$ cat config.mk
export PLATFORM = sky130hd
export DESIGN_NAME = alu_pipe_top
export DESIGN_NICKNAME = d
export VERILOG_FILES = /design/src/hw/rv32i_pkg.sv /design/src/hw/pipe_reg.sv /design/src/hw/decode_stage.sv /design/src/hw/execute_stage.sv /design/src/hw/alu_pipe_top.sv
export SDC_FILE = /design/constraint.sdc
export NUM_CORES = 1
export LEC_CHECK = 0
export ABC_AREA = 1
export BUFFER_PORTS_ARGS = -buffer_cell sky130_fd_sc_hd__buf_2
export CAP_MARGIN = 10
export CELL_PAD_IN_SITES_DETAIL_PLACEMENT = 2
export CELL_PAD_IN_SITES_GLOBAL_PLACEMENT = 2
export CORE_ASPECT_RATIO = 1.5
export CORE_MARGIN = 10
export CORE_UTILIZATION = 30
export CTS_BUF_LIST = sky130_fd_sc_hd__clkbuf_4
export DETAILED_ROUTE_END_ITERATION = 6
export PLACE_DENSITY_LB_ADDON = 0.1
export SYNTH_ARGS = -nofsm -noshare
export SYNTH_HDL_FRONTEND = slang
export SYNTH_HIERARCHICAL = 1
export SYNTH_SLANG_ARGS = --single-unit
$ cat constraint.sdc
create_clock -name clk -period 20.6 [get_ports clk]
set_input_delay 1.03 -clock clk [delete_from_list [all_inputs] [get_ports clk]]
set_output_delay 1.03 -clock clk [all_outputs]
set_load 0.01 [all_outputs]
$ cat src/hw/rv32i_pkg.sv
package rv32i_pkg;

    // datapath width
    localparam int XLEN = 32;
    // register index width
    localparam int REG_ADDR_W = 5;
    // shift amount width, low bits of the second operand
    localparam int SHAMT_W = 5;

    typedef logic [XLEN-1:0] word_t;
    typedef logic [REG_ADDR_W-1:0] reg_addr_t;

    // x0 is hardwired to zero, writes to it are dropped
    localparam reg_addr_t REG_X0 = '0;

    // major opcodes, instr[6:0]
    typedef enum logic [6:0] {
        // load upper immediate
        op_lui   = 7'b0110111,
        // add upper immediate to pc
        op_auipc = 7'b0010111,
        // jumps, flagged as traps here
        op_jal   = 7'b1101111,
        op_jalr  = 7'b1100111,
        // branch, flagged as trap
        op_br    = 7'b1100011,
        // memory ops, flagged as traps
        op_load  = 7'b0000011,
        op_store = 7'b0100011,
        // register-immediate arithmetic
        op_imm   = 7'b0010011,
        // register-register arithmetic
        op_reg   = 7'b0110011
    } opcode_t;

    // funct3 for op_imm and op_reg
    typedef enum logic [2:0] {
        // add or sub, sub only in op_reg with funct7[5]
        add  = 3'b000,
        sll  = 3'b001,
        slt  = 3'b010,
        sltu = 3'b011,
        axor = 3'b100,
        // srl or sra picked by funct7[5]
        sr   = 3'b101,
        aor  = 3'b110,
        aand = 3'b111
    } arith_funct3_t;

    // alu operations
    // add, sll, xor, or, and share their funct3 encoding,
    // so decode can cast funct3 straight into this type
    typedef enum logic [2:0] {
        alu_add = 3'b000,
        alu_sll = 3'b001,
        alu_sra = 3'b010,
        alu_sub = 3'b011,
        alu_xor = 3'b100,
        alu_srl = 3'b101,
        alu_or  = 3'b110,
        alu_and = 3'b111
    } alu_op_t;

    // comparator operations, same codes as the branch funct3 for blt/bltu
    typedef enum logic [2:0] {
        cmp_lt  = 3'b100,
        cmp_ltu = 3'b110
    } cmp_op_t;

    // writeback value source
    typedef enum logic [1:0] {
        res_alu  = 2'b00,
        res_cmp  = 2'b01,
        res_uimm = 2'b10
    } result_sel_t;

    // first alu operand
    typedef enum logic {
        src1_rs1 = 1'b0,
        src1_pc  = 1'b1
    } alu_src1_t;

    // second alu and comparator operand
    typedef enum logic [1:0] {
        src2_rs2  = 2'b00,
        src2_iimm = 2'b01,
        src2_uimm = 2'b10
    } alu_src2_t;

    // pipeline input, one instruction with its operands
    typedef struct packed {
        word_t instr;
        word_t pc;
        // values read from the external register file
        word_t rs1_val;
        word_t rs2_val;
    } issue_t;

    // decode to execute packet
    typedef struct packed {
        alu_op_t     aluop;
        cmp_op_t     cmpop;
        alu_src1_t   src1;
        alu_src2_t   src2;
        result_sel_t result_sel;
        // i or u immediate, whichever the opcode uses
        word_t       imm;
        word_t       pc;
        word_t       rs1_val;
        word_t       rs2_val;
        reg_addr_t   rd;
        // register write enable, low for x0 and traps
        logic        we;
        // unsupported opcode
        logic        trap;
    } exec_ctrl_t;

    // pipeline output, the writeback packet
    typedef struct packed {
        reg_addr_t rd;
        word_t     value;
        logic      we;
        logic      trap;
    } wb_t;

endpackage : rv32i_pkg

$ cat src/hw/pipe_reg.sv
module pipe_reg #(
    parameter type payload_t = logic
) (
    input  logic     clk,
    input  logic     rst,
    // upstream side
    input  logic     i_valid,
    output logic     o_ready,
    input  payload_t i_data,
    // downstream side
    output logic     o_valid,
    input  logic     i_ready,
    output payload_t o_data
);

    logic     valid_q;
    payload_t data_q;
    logic     load;

    // take new data when empty or when the held item leaves this cycle
    assign o_ready = ~valid_q | i_ready;
    assign load    = i_valid & o_ready;

    // occupancy bit
    always_ff @(posedge clk) begin
        if (rst) begin
            valid_q <= 1'b0;
        end else if (o_ready) begin
            // refill or go empty when draining
            valid_q <= i_valid;
        end
    end

    // payload only moves on an accepted transfer, held stable otherwise
    always_ff @(posedge clk) begin
        if (load) begin
            data_q <= i_data;
        end
    end

    assign o_valid = valid_q;
    assign o_data  = data_q;

endmodule : pipe_reg

$ cat src/hw/decode_stage.sv
module decode_stage (
    input  logic                   clk,
    input  logic                   rst,
    // issue side
    input  logic                   i_valid,
    output logic                   o_ready,
    input  rv32i_pkg::issue_t      i_issue,
    // execute side
    output logic                   o_valid,
    input  logic                   i_ready,
    output rv32i_pkg::exec_ctrl_t  o_ctrl
);

    rv32i_pkg::opcode_t      opcode;
    rv32i_pkg::arith_funct3_t funct3;
    logic                    funct7_b5;
    rv32i_pkg::reg_addr_t    rd;
    rv32i_pkg::word_t        i_imm;
    rv32i_pkg::word_t        u_imm;
    rv32i_pkg::exec_ctrl_t   ctrl_d;

    // instruction fields
    assign opcode    = rv32i_pkg::opcode_t'(i_issue.instr[6:0]);
    assign funct3    = rv32i_pkg::arith_funct3_t'(i_issue.instr[14:12]);
    // bit 30, sub and sra select
    assign funct7_b5 = i_issue.instr[30];
    assign rd        = i_issue.instr[11:7];
    // sign extended i immediate
    assign i_imm     = {{(rv32i_pkg::XLEN-12){i_issue.instr[31]}}, i_issue.instr[31:20]};
    // u immediate already in place
    assign u_imm     = {i_issue.instr[31:12], 12'b0};

    always_comb begin
        // defaults, rs1 op i_imm through the alu
        ctrl_d.aluop      = rv32i_pkg::alu_add;
        ctrl_d.cmpop      = rv32i_pkg::cmp_lt;
        ctrl_d.src1       = rv32i_pkg::src1_rs1;
        ctrl_d.src2       = rv32i_pkg::src2_iimm;
        ctrl_d.result_sel = rv32i_pkg::res_alu;
        ctrl_d.imm        = i_imm;
        ctrl_d.pc         = i_issue.pc;
        ctrl_d.rs1_val    = i_issue.rs1_val;
        ctrl_d.rs2_val    = i_issue.rs2_val;
        ctrl_d.rd         = rd;
        ctrl_d.we         = 1'b1;
        ctrl_d.trap       = 1'b0;

        case (opcode)
            rv32i_pkg::op_lui: begin
                // value is the u immediate itself
                ctrl_d.imm        = u_imm;
                ctrl_d.result_sel = rv32i_pkg::res_uimm;
            end

            rv32i_pkg::op_auipc: begin
                // pc + u immediate
                ctrl_d.imm   = u_imm;
                ctrl_d.src1  = rv32i_pkg::src1_pc;
                ctrl_d.src2  = rv32i_pkg::src2_uimm;
                ctrl_d.aluop = rv32i_pkg::alu_add;
            end

            rv32i_pkg::op_imm, rv32i_pkg::op_reg: begin
                // reg-reg uses rs2 for both alu and comparator
                if (opcode == rv32i_pkg::op_reg) begin
                    ctrl_d.src2 = rv32i_pkg::src2_rs2;
                end
                case (funct3)
                    rv32i_pkg::add: begin
                        // addi never subtracts, funct7 bits are immediate there
                        if (opcode == rv32i_pkg::op_reg && funct7_b5) begin
                            ctrl_d.aluop = rv32i_pkg::alu_sub;
                        end else begin
                            ctrl_d.aluop = rv32i_pkg::alu_add;
                        end
                    end
                    rv32i_pkg::slt: begin
                        ctrl_d.result_sel = rv32i_pkg::res_cmp;
                        ctrl_d.cmpop      = rv32i_pkg::cmp_lt;
                    end
                    rv32i_pkg::sltu: begin
                        ctrl_d.result_sel = rv32i_pkg::res_cmp;
                        ctrl_d.cmpop      = rv32i_pkg::cmp_ltu;
                    end
                    rv32i_pkg::sr: begin
                        // arithmetic shift when bit 30 set, also for srai
                        if (funct7_b5) begin
                            ctrl_d.aluop = rv32i_pkg::alu_sra;
                        end else begin
                            ctrl_d.aluop = rv32i_pkg::alu_srl;
                        end
                    end
                    default: begin
                        // sll, xor, or, and map 1:1 onto the alu encoding
                        ctrl_d.aluop = rv32i_pkg::alu_op_t'(funct3);
                    end
                endcase
            end

            default: begin
                // loads, stores, branches, jumps and anything unknown
                ctrl_d.trap = 1'b1;
                ctrl_d.we   = 1'b0;
            end
        endcase

        // x0 stays zero
        if (rd == rv32i_pkg::REG_X0) begin
            ctrl_d.we = 1'b0;
        end
    end

    // one cycle stage register
    pipe_reg #(
        .payload_t(rv32i_pkg::exec_ctrl_t)
    ) i_pipe_reg (
        .clk     (clk),
        .rst     (rst),
        .i_valid (i_valid),
        .o_ready (o_ready),
        .i_data  (ctrl_d),
        .o_valid (o_valid),
        .i_ready (i_ready),
        .o_data  (o_ctrl)
    );

endmodule : decode_stage

$ cat src/hw/execute_stage.sv
module execute_stage (
    input  logic                  clk,
    input  logic                  rst,
    // decode side
    input  logic                  i_valid,
    output logic                  o_ready,
    input  rv32i_pkg::exec_ctrl_t i_ctrl,
    // writeback side
    output logic                  o_valid,
    input  logic                  i_ready,
    output rv32i_pkg::wb_t        o_wb
);

    rv32i_pkg::word_t                   op_a;
    rv32i_pkg::word_t                   op_b;
    logic [rv32i_pkg::SHAMT_W-1:0]      shamt;
    rv32i_pkg::word_t                   alu_out;
    logic                               cmp_out;
    rv32i_pkg::word_t                   result;
    rv32i_pkg::wb_t                     wb_d;

    // operand muxes
    assign op_a = (i_ctrl.src1 == rv32i_pkg::src1_pc) ? i_ctrl.pc : i_ctrl.rs1_val;

    always_comb begin
        case (i_ctrl.src2)
            rv32i_pkg::src2_rs2: op_b = i_ctrl.rs2_val;
            // i or u immediate, decode puts the one in use into imm
            default:             op_b = i_ctrl.imm;
        endcase
    end

    // only the low bits count for shifts
    assign shamt = op_b[rv32i_pkg::SHAMT_W-1:0];

    // alu
    always_comb begin
        case (i_ctrl.aluop)
            rv32i_pkg::alu_add: alu_out = op_a + op_b;
            rv32i_pkg::alu_sll: alu_out = op_a << shamt;
            rv32i_pkg::alu_sra: alu_out = rv32i_pkg::word_t'($signed(op_a) >>> shamt);
            rv32i_pkg::alu_sub: alu_out = op_a - op_b;
            rv32i_pkg::alu_xor: alu_out = op_a ^ op_b;
            rv32i_pkg::alu_srl: alu_out = op_a >> shamt;
            rv32i_pkg::alu_or:  alu_out = op_a | op_b;
            default:            alu_out = op_a & op_b;
        endcase
    end

    // comparator, slt and sltu
    always_comb begin
        case (i_ctrl.cmpop)
            rv32i_pkg::cmp_lt:  cmp_out = $signed(op_a) < $signed(op_b);
            rv32i_pkg::cmp_ltu: cmp_out = op_a < op_b;
            default:            cmp_out = 1'b0;
        endcase
    end

    // result select
    always_comb begin
        case (i_ctrl.result_sel)
            rv32i_pkg::res_cmp:  result = {{(rv32i_pkg::XLEN-1){1'b0}}, cmp_out};
            rv32i_pkg::res_uimm: result = i_ctrl.imm;
            default:             result = alu_out;
        endcase
    end

    // writeback packet, value forced to zero on a trap
    assign wb_d.rd    = i_ctrl.rd;
    assign wb_d.value = i_ctrl.trap ? '0 : result;
    assign wb_d.we    = i_ctrl.we;
    assign wb_d.trap  = i_ctrl.trap;

    pipe_reg #(
        .payload_t(rv32i_pkg::wb_t)
    ) i_pipe_reg (
        .clk     (clk),
        .rst     (rst),
        .i_valid (i_valid),
        .o_ready (o_ready),
        .i_data  (wb_d),
        .o_valid (o_valid),
        .i_ready (i_ready),
        .o_data  (o_wb)
    );

endmodule : execute_stage

$ cat src/hw/alu_pipe_top.sv
module alu_pipe_top (
    input  logic              clk,
    input  logic              rst,
    // instruction input
    input  logic              i_in_valid,
    output logic              o_in_ready,
    input  rv32i_pkg::issue_t i_in,
    // writeback output
    output logic              o_out_valid,
    input  logic              i_out_ready,
    output rv32i_pkg::wb_t    o_out
);

    // decode to execute link
    logic                  dec_valid;
    logic                  dec_ready;
    rv32i_pkg::exec_ctrl_t dec_ctrl;

    // stage 1, decode and trap check
    decode_stage i_decode_stage (
        .clk     (clk),
        .rst     (rst),
        .i_valid (i_in_valid),
        .o_ready (o_in_ready),
        .i_issue (i_in),
        .o_valid (dec_valid),
        .i_ready (dec_ready),
        .o_ctrl  (dec_ctrl)
    );

    // stage 2, alu, comparator, writeback packet
    // its ready feeds back into decode, so back-pressure ripples upstream
    execute_stage i_execute_stage (
        .clk     (clk),
        .rst     (rst),
        .i_valid (dec_valid),
        .o_ready (dec_ready),
        .i_ctrl  (dec_ctrl),
        .o_valid (o_out_valid),
        .i_ready (i_out_ready),
        .o_wb    (o_out)
    );

endmodule : alu_pipe_top

==> flow_metrics.tcl, run 1 <==
set metrics [dict create \
    status "completed" \
    p_per_area_nw_per_um2 58.5 \
    ctsResizeCount 0 \
    grt_pass1_wl_um 138000 \
    cap_violations 0 \
    hold_path_class "reg -> reg" \
    slew_viol_final 0 \
    globalRoute.totalOverflow 0 \
    clk_pin_slew_ns 0.18 \
    htree_levels 4 \
    cts_hold_buffers 0 \
    synth_cell_type_count 57 \
    end_kind "register" \
    hold_violations 0 \
    design.die.area_um2 68800 \
    relSlewSlack_pct 15.9 \
    yosys_most_used_dff "edfxtp_1" \
    synth_seq_area_share_pct 31.9 \
    r2r_slack_ns 15.65 \
    synthTopCellsByArea "edfxtp_1 32%, nand2_1 15%, nand3_1 9.3%" \
    avgSynthCellArea_um2 6.81 \
    avgViaCountPerCell 5.37 \
    crit_fanout 61 \
    fin_worst_skew_ns 0.0481 \
    routedWlPerCell_um 27.8 \
    arrival_ns 5.42 \
    tightest_slew_ns 1.26 \
    ant_nets 0 \
    finalInstanceArea_um2 19300 \
    p_total_mw 1.13 \
    grt_max_degree 77 \
    nets 2935 \
    cp_common_cell "nand2_1" \
    synth_edf_count 185 \
    cp_top_family "simple AND/OR/NAND/NOR gates" \
    clock-root-buffer "clkbuf_4" \
    gp_congestion 0.995 \
    cp.buffers_inverters 2 \
    drtIter0Drc 992 \
    synth_top_area_share_pct 31.6 \
    final_cells 3467 \
    cellLeakagePower_nw 9.07 \
    ys.warnings.count 6 \
    crit_slowest_cell "nor3_1" \
    insertion_delay_ns 0.74 \
    cts.sinks 187 \
    crit_chain "nor2_4, buf_4, o21ai_0, buf_4, ha_1, nor2_1, nand2_1, nor3_1, nand2_1, nand3_1, nand2_1, nand3_1, nand2_1, nor3_1, nand2_1, o21ai_1, a21oi_1" \
    coreArea_um2 58000 \
    max_freq_mhz 202 \
    r2r-start "i_decode_stage/i_pipe_reg/o_data[138]$_DFFE_PP_" \
    cts_buffer_depth 2 \
    yosysMostFrequentCell "nand2_1" \
    cp-startpoint "i_decode_stage/i_pipe_reg/o_data[138]$_DFFE_PP_" \
    drcViolationCount 0 \
    vias 18600 \
    rsz0062_at_grt "false" \
    pin_count 173 \
    ir_drop_mv 0.0554 \
    track_usage_pct 27.6 \
    cts_tree "built" \
    synth-seq-cells 187 \
    start_util_pct 30.3 \
    die_h_um 316 \
    synthToLayoutAreaGrowth_pct 10.1 \
    setup_viol 0 \
    critPathRequiredTime_ns 21.07 \
    tns_ns 0 \
    die_x_um 218 \
    fillers 7091 \
    hp-start "i_decode_stage/i_pipe_reg/o_data[1]$_DFFE_PP_" \
    yosys-top-cells-count "711 x nand2_1, 328 x nand3_1, 320 x inv_1" \
    antenna_found_initial 3 \
    postCtsSetupRepairBufs 0 \
    syn_nets 2830 \
    num_rows 108 \
    critPathLaunchType "register" \
    fin_crit_ns 4.95 \
    first_pass_iters 5 \
    crit_type "reg -> reg" \
    hold_ws_ns 0.442 \
    place_area_um2 19000 \
    synth_area_um2 17600 \
    async_flop_share_pct 0 \
    numCtsBuffers 17 \
    dp_hpwl_um 79500 \
    drive_gt1_share_pct 11.7 \
    syn_inst 2580 \
    drt-total-wl_um 96300 \
    port_buffers 172 \
    finalCritPeriodShare_pct 24.0 \
    grt_pass1_vias 20700 \
    synth_area_leader_cell "edfxtp_1" \
    slowest_delay_ns 0.62 \
    dp.cells 3436 \
]
final cells by class:
type / instances / area (um^2) / share of cell area, %
Antenna cell: 1 / 2.50 / 0.0129
Clock buffer: 18 / 135 / 0.699
Tap cell: 770 / 963 / 4.98
Sequential cell: 187 / 5600 / 28.9
Timing Repair Buffer: 210 / 1150 / 5.93
Clock inverter: 12 / 153 / 0.789
Multi-Input combinational cell: 1939 / 10100 / 52.2
Inverter: 330 / 1240 / 6.41
report_power, final:
group | internal, mW | switching, mW | leakage [nW]
Sequential | 0.441 | 0.00899 | 1.83
Combinational | 0.116 | 0.338 | 7.08
Clock | 0.0763 | 0.150 | 0.157
Total | 0.634 | 0.497 | 9.07
placed cells by master (no fill, tap or decap), types with 5 or more instances in the layout:
cell type and instances:
buf_4 38, a21oi_1 161, o21a_1 30, o21bai_1 13, o21ai_1 27, nor2_1 193, or2_2 19, ha_1 116
buf_2 172, inv_1 319, nand3b_1 7, nand2_1 711, inv_2 11, nand3_1 327, o211ai_1 26, nor2_4 5
nand2_2 7, nor4_1 6, nor3_1 24, o221ai_1 10, o21ai_0 155, a31oi_1 8, nand4_1 20, clkbuf_4 18
edfxtp_1 185, o21ai_2 13
registers in the layout (all words and copies together), names as in the netlist:
name,cells
i_decode_stage/i_pipe_reg/o_data,146
i_execute_stage/i_pipe_reg/o_valid,1
i_execute_stage/i_pipe_reg/o_data,39
i_decode_stage/i_pipe_reg/o_valid,1
worst paths after layout:
kind	end	depth (start not counted)
min	i_execute_stage/i_pipe_reg/o_data[1]$_DFFE_PP_	0
max	i_execute_stage/i_pipe_reg/o_data[14]$_DFFE_PP_	17
min reg2reg	i_execute_stage/i_pipe_reg/o_data[1]$_DFFE_PP_	0
max reg2reg	i_execute_stage/i_pipe_reg/o_data[14]$_DFFE_PP_	17
per-stage QoR:
| step | util (%) | worst slack, ns |
|---|---|---|
| global route | 33.4 | 15.41 |
| CTS | 33.3 | 15.67 |
| detailed placement | 32.9 | 15.68 |
| global placement | 32.9 | 15.75 |
| floorplan | - | 11.75 |
| finish | 33.4 | 15.65 |
layer usage:
| metal | global-route usage (%) | vias up | share of wire, % |
|---|---|---|---|
| met5 | 0 | - | 0.015 |
| met4 | 19.7 | 2 | 7.6 |
| met3 | 2.81 | 156 | 2.5 |
| met2 | 49.8 | 381 | 51 |
| met1 | 29.8 | 9345 | 39 |
| li1 | - | 8746 | - |
logic make-up (layout without fill, tap and decap cells):
logic type	count (synthesis)	after routing	synth area share, %
simple gates	1339	1339	32.8
compound gates	475	475	15.6
buf+inv	454	570	11.0
flops	187	187	31.9
fa+ha+maj	118	118	8.49
xor+xnor	4	4	0.199
other cells	2	3	0.0428
mux	1	1	0.0570
(Power assumes the default switching activity.)
==> inputs of run 2 (changes only) <==
clock period = 4.05 ns   (was 20.6 ns; I/O delays follow)
==> run 2 against run 1 <==
Clock power grew to 5.0 times the previous value. Final cell count grew 9.5%. Die area stayed put. Wire length increased by 16%. Register-to-register slack got worse by 16 ns. Non-clock buffer count increased by 325. Critical path type unchanged. Critical endpoint is now i_execute_stage/i_pipe_reg/o_data[27]$_DFFE_PP_. Maximum frequency increased by 24%. Setup slack worse by 16 ns. Worst hold slack got worse by 0.31 ns. Global-route usage rose by 4.5 points. Critical path depth grew 4.
==> flow_metrics.tcl, run 2 (same netlist as run 1, synthesis figures left out) <==
set metrics [dict create \
    cts_tree "built" \
    r2r_end "i_execute_stage/i_pipe_reg/o_data[27]$_DFFE_PP_" \
    fillers 6909 \
    seq_area_um2 5600 \
    grt_max_degree 139 \
    cp_common_cell "nand2_1" \
    largest_reg_flops 146 \
    design.die.area_um2 68800 \
    crit_fanout 13 \
    r2r_cells 21 \
    whs_endpoint "i_decode_stage/i_pipe_reg/o_data[16]$_DFFE_PP_" \
    nets 3260 \
    hold_depth 2 \
    p_per_area_nw_per_um2 281 \
    clock-root-buffer "clkbuf_4" \
    status "completed" \
    die_x_um 218 \
    hold_violations 0 \
    dp_hpwl_um 90700 \
    grt_pass1_vias 22400 \
    cap_violations 0 \
    clk_pin_slew_ns 0.19 \
    r2r-start "i_decode_stage/i_pipe_reg/o_data[138]$_DFFE_PP_" \
    cts_buffer_depth 2 \
    globalRoute.totalOverflow 0 \
    dp.cells 3616 \
    setup_viol 0 \
    crit_slowest_cell "edfxtp_1" \
    die_h_um 316 \
    hp-start "i_in[9]" \
    drt-total-wl_um 112000 \
    ir_drop_mv 0.245 \
    synthToLayoutAreaGrowth_pct 27.3 \
    track_usage_pct 32.1 \
    routedWlPerCell_um 29.5 \
    fin_crit_ns 3.98 \
    ant_nets 0 \
    slowest_delay_ns 0.50 \
    tightest_slew_ns 1.03 \
    multiInputGateArea_um2 10300 \
    port_buffers 172 \
    vias 20300 \
    final_common_cell "nand2_1" \
    htree_levels 4 \
    cp_top_family "compound AO/OA/AOI/OAI gates" \
    insertion_delay_ns 0.77 \
    cts.sinks 187 \
    layout_common_cells "704 x nand2_1, 326 x nand3_1, 320 x inv_1" \
    critPathLaunchType "register" \
    critPathRequiredTime_ns 4.65 \
    pin_count 173 \
    final_cells 3795 \
    hold_path_class "in -> reg" \
    slew_viol_final 0 \
    start_util_pct 30.3 \
    fin_worst_skew_ns 0.0466 \
    numCtsBuffers 17 \
    drcViolationCount 0 \
    rsz0062_at_grt "true" \
    finalCritPeriodShare_pct 98.3 \
    r2r_slack_ns 0.07 \
    end_kind "register" \
    grt_pass1_wl_um 159000 \
    max_freq_mhz 251 \
    crit_chain "nor2_4, buf_12, buf_12, nand2_1, o21ai_0, buf_4, ha_2, buf_4, a21oi_2, o21ai_1, a21oi_1, o21ai_0, nor2_1, nand2_1, nand2_1, nand3_1, nand2_1, inv_1, nand2_1, nand2_1, a21oi_1" \
    num_rows 108 \
    crit_type "reg -> reg" \
    relSlewSlack_pct 31.3 \
    antenna_found_initial 2 \
    cp.buffers_inverters 5 \
    hold_ws_ns 0.136 \
    avgViaCountPerCell 5.35 \
    cellLeakagePower_nw 10.6 \
    gp_congestion 1.04 \
    coreArea_um2 58000 \
    drtIter0Drc 1328 \
    drive_gt1_share_pct 18.1 \
    arrival_ns 4.58 \
    first_pass_iters 5 \
]
## run 2: metrics by stage
| step | setup TNS (ns) | setup slack (ns) | instance area, um^2 | utilization (%) | total power, mW |
|---|---|---|---|---|---|
| final | 0 | 0.0682 | 22400 | 38.6 | 6.28 |
| after detailed placement | -7.89 | -0.576 | 20500 | 35.3 | 4.96 |
| after global placement | -6.14 | -0.476 | 20500 | 35.3 | 4.90 |
| after CTS | 0 | 0.0000449 | 22200 | 38.2 | 6.19 |
| after global routing | -0.0729 | -0.0404 | 22400 | 38.6 | 6.58 |
| after floorplan | 0 | 0.662 | 17600 | - | 3.66 |
## run 2: how the worst max path moves through the flow
stage	from	end	slack [ns]	cells past startpoint
6_report	i_decode_stage/i_pipe_reg/o_data[138]$_DFFE_PP_	i_execute_stage/i_pipe_reg/o_data[27]$_DFFE_PP_	0.07	21
3_5_place_dp	i_decode_stage/i_pipe_reg/o_data[138]$_DFFE_PP_	i_execute_stage/i_pipe_reg/o_data[15]$_DFFE_PP_	-0.58	17
2_1_floorplan	i_execute_stage/i_pipe_reg/o_valid$_SDFFE_PP0P_	i_decode_stage/i_pipe_reg/o_data[0]$_DFFE_PP_	0.66	3
4_1_cts	i_decode_stage/i_pipe_reg/o_data[138]$_DFFE_PP_	i_execute_stage/i_pipe_reg/o_data[21]$_DFFE_PP_	0.00004	20
3_3_place_gp	i_decode_stage/i_pipe_reg/o_data[138]$_DFFE_PP_	i_execute_stage/i_pipe_reg/o_data[19]$_DFFE_PP_	-0.48	15
5_1_grt	i_decode_stage/i_pipe_reg/o_data[138]$_DFFE_PP_	i_execute_stage/i_pipe_reg/o_data[31]$_DFFE_PP_	-0.04	22
## run 2: timing repair
action | 4_1_cts | 5_1_grt
hold endpoints to repair | 178 | 0
endpoints found under the setup margin | 20 | 22
pin swaps | 0 | 5
setup buffers | 0 | 8
resized for setup | 13 | 47
hold buffers | 137 | 0
## run 2: area by class of cell
class                   count  share of cell area (%)
well taps                 770                    4.31
clock buffers              19                   0.638
diodes                      3                  0.0336
multi-input cells        1939                    45.9
repair buffers            535                    18.0
flip-flops and latches    187                    25.0
inverters                 330                    5.54
clock inverters            12                   0.610
## run 2: metal layers
layer	up-vias	share of wire (%)	GRT usage [%]
met5	-	0	0
met4	0	7.6	22.0
met3	203	2.9	2.95
met2	522	52	58.4
met1	10200	38	34.7
li1	9393	-	-
## run 2: power breakdown
| part | internal [mW] | switching [mW] |
|---|---|---|
| Clock | 0.335 | 0.797 |
| Combinational | 0.919 | 1.93 |
| Sequential | 2.24 | 0.0559 |
| Total | 3.50 | 2.78 |
==> inputs of run 3 (changes only) <==
GPL_TIMING_DRIVEN = 0   (was not set)
PLACE_DENSITY = 0.81   (was not set)
PLACE_DENSITY_LB_ADDON = not set   (was 0.1)
SETUP_SLACK_MARGIN = 0.1   (was not set)
==> run 3 against run 2 <==
Register-to-register slack worse by 0.03 ns. Maximum frequency down 0.67%. Wire length up 5.5%. Core utilization down 0.35 points. Sequential power about the same. Flip-flop and latch count unchanged. Critical path depth down 1. Die area unchanged. Critical path type unchanged. Largest cell class unchanged. Highest routed layer unchanged.
==> flow_metrics.tcl, run 3 (same netlist as run 1, synthesis figures left out) <==
set metrics [dict create \
    slew_viol_final 0 \
    layout_common_cells "685 x nand2_1, 314 x nand3_1, 309 x inv_1" \
    num_rows 108 \
    final_common_cell "nand2_1" \
    avgViaCountPerCell 5.69 \
    fin_crit_ns 4.01 \
    critPathLaunchType "register" \
    status "completed" \
    rsz0062_at_grt "true" \
    swShare_pct 47.0 \
    p_per_area_nw_per_um2 283 \
    grt_max_degree 35 \
    clock-root-buffer "clkbuf_4" \
    power_frac_comb_pct 44.6 \
    insertion_delay_ns 0.80 \
    vias 21200 \
    globalRoute.totalOverflow 0 \
    antenna_found_initial 4 \
    first_pass_iters 5 \
    place_area_um2 19500 \
    cp_top_family "simple AND/OR/NAND/NOR gates" \
    coreArea_um2 58000 \
    slowest_delay_ns 0.51 \
    pin_count 173 \
    cts.sinks 187 \
    die_h_um 316 \
    pwr-share-seq_pct 36.7 \
    port_buffers 172 \
    design.die.area_um2 68800 \
    setup_viol 0 \
    hold_ws_ns 0.0666 \
    fin_ws_ns 0.0412 \
    track_usage_pct 32.8 \
    dp_slack_ns -1.27 \
    nets 3185 \
    ant_nets 0 \
    p_int_mw 3.32 \
    crit_chain "inv_1, nand2_2, or2_1, o21ai_2, buf_6, buf_6, ha_1, buf_2, inv_4, nand2_1, nand3_1, nand2_2, nand2_1, nand2_2, o21ai_2, o211ai_1, a21oi_1, nand4_1, nand2_1, inv_1" \
    cp_num_cells 20 \
    crit_slowest_cell "edfxtp_1" \
    tightest_slew_ns 1.12 \
    drive_gt1_share_pct 18.7 \
    p_switching_mw 2.94 \
    drt-total-wl_um 118000 \
    end_kind "register" \
    start_util_pct 30.3 \
    cts_buffer_depth 2 \
    grt_pass1_vias 23300 \
    cap_violations 0 \
    fin_worst_skew_ns 0.0891 \
    crit_type "reg -> reg" \
    clk_pin_slew_ns 0.27 \
    dp_hpwl_um 89300 \
    max_freq_mhz 249 \
    hold_violations 0 \
    drcViolationCount 0 \
    crit_fanout 11 \
    drtIter0Drc 1568 \
    hold_depth 4 \
    finalInstanceArea_um2 22200 \
    gp_congestion 0.995 \
    numCtsBuffers 17 \
    cts_tree "built" \
    htree_levels 4 \
    largest_reg_flops 146 \
    relSlewSlack_pct 25.0 \
    tns_ns 0 \
    finalCritPeriodShare_pct 99.0 \
    cp.buffers_inverters 6 \
    cellLeakagePower_nw 10.2 \
    arrival_ns 4.61 \
    grt_pass1_wl_um 163000 \
    synthToLayoutAreaGrowth_pct 26.2 \
    r2r_cells 20 \
    critPathRequiredTime_ns 4.66 \
    routedWlPerCell_um 31.7 \
    hold_path_class "in -> reg" \
    die_x_um 218 \
    clock_power_share_pct 18.7 \
    ir_drop_mv 0.501 \
]
run 3: stage by stage:
step | std cells | util, % | power [mW]
2_1_floorplan | 2580 | - | 3.66
3_3_place_gp | 3522 | 33.5 | 4.61
3_5_place_dp | 3528 | 33.7 | 4.70
4_1_cts | 3702 | 37.2 | 5.94
5_1_grt | 3723 | 38.2 | 6.48
6_report | 3723 | 38.2 | 6.27
run 3: path summary, 6_finish.rpt:
check                                                        from                                         endpoint  slack (ns)
setup reg to reg  i_decode_stage/i_pipe_reg/o_data[137]$_DFFE_PP_  i_execute_stage/i_pipe_reg/o_data[12]$_DFFE_PP_        0.04
setup / recovery  i_decode_stage/i_pipe_reg/o_data[137]$_DFFE_PP_  i_execute_stage/i_pipe_reg/o_data[12]$_DFFE_PP_        0.04
hold reg to reg     i_decode_stage/i_pipe_reg/o_data[5]$_DFFE_PP_  i_execute_stage/i_pipe_reg/o_data[37]$_DFFE_PP_        0.46
hold / removal                                           i_in[99]  i_decode_stage/i_pipe_reg/o_data[135]$_DFFE_PP_        0.07
run 3: routing by layer:
metal | part of all wire, % | GRT usage, % | up-vias
li1 | - | - | 9282
met1 | 35 | 32.9 | 10600
met2 | 50 | 57.8 | 895
met3 | 4.5 | 4.02 | 418
met4 | 10 | 31.5 | 0
met5 | 0 | 0 | -
run 3: power by group through the flow:
stage          clock, mW  combinational [mW]  sequential [mW]
3_3_place_gp           0                2.28             2.33
4_1_cts             1.09                2.56             2.28
6_report            1.17                2.80             2.30
5_1_grt             1.23                2.94             2.30
2_1_floorplan          0                1.34             2.32
3_5_place_dp           0                2.37             2.33
run 3: final cells by class:
cell class / instances / area, um^2
Fill cell: 6788 / 35800
Tap cell: 770 / 963
Clock inverter: 14 / 158
Clock buffer: 18 / 135
Multi-Input combinational cell: 1939 / 10700
Antenna cell: 5 / 12.5
Buffer: 121 / 798
Sequential cell: 187 / 5600
Inverter: 330 / 1250
Timing Repair Buffer: 339 / 2530
run 3: tightest hold or removal path: stages:
cell and delay, ns:
buf_2 0.13, nor2_1 0.08, nand3_1 0.19, nor2_1 0.08
run 3: repair_timing:
| action | CTS | global route |
|---|---|---|
| resized for setup | 139 | 131 |
| hold buffers | 131 | 0 |
| pin swaps | 11 | 16 |
| hold endpoints to repair | 157 | 0 |
| cloned | 0 | 1 |
| endpoints found under the setup margin | 30 | 29 |
| setup buffers | 12 | 17 |
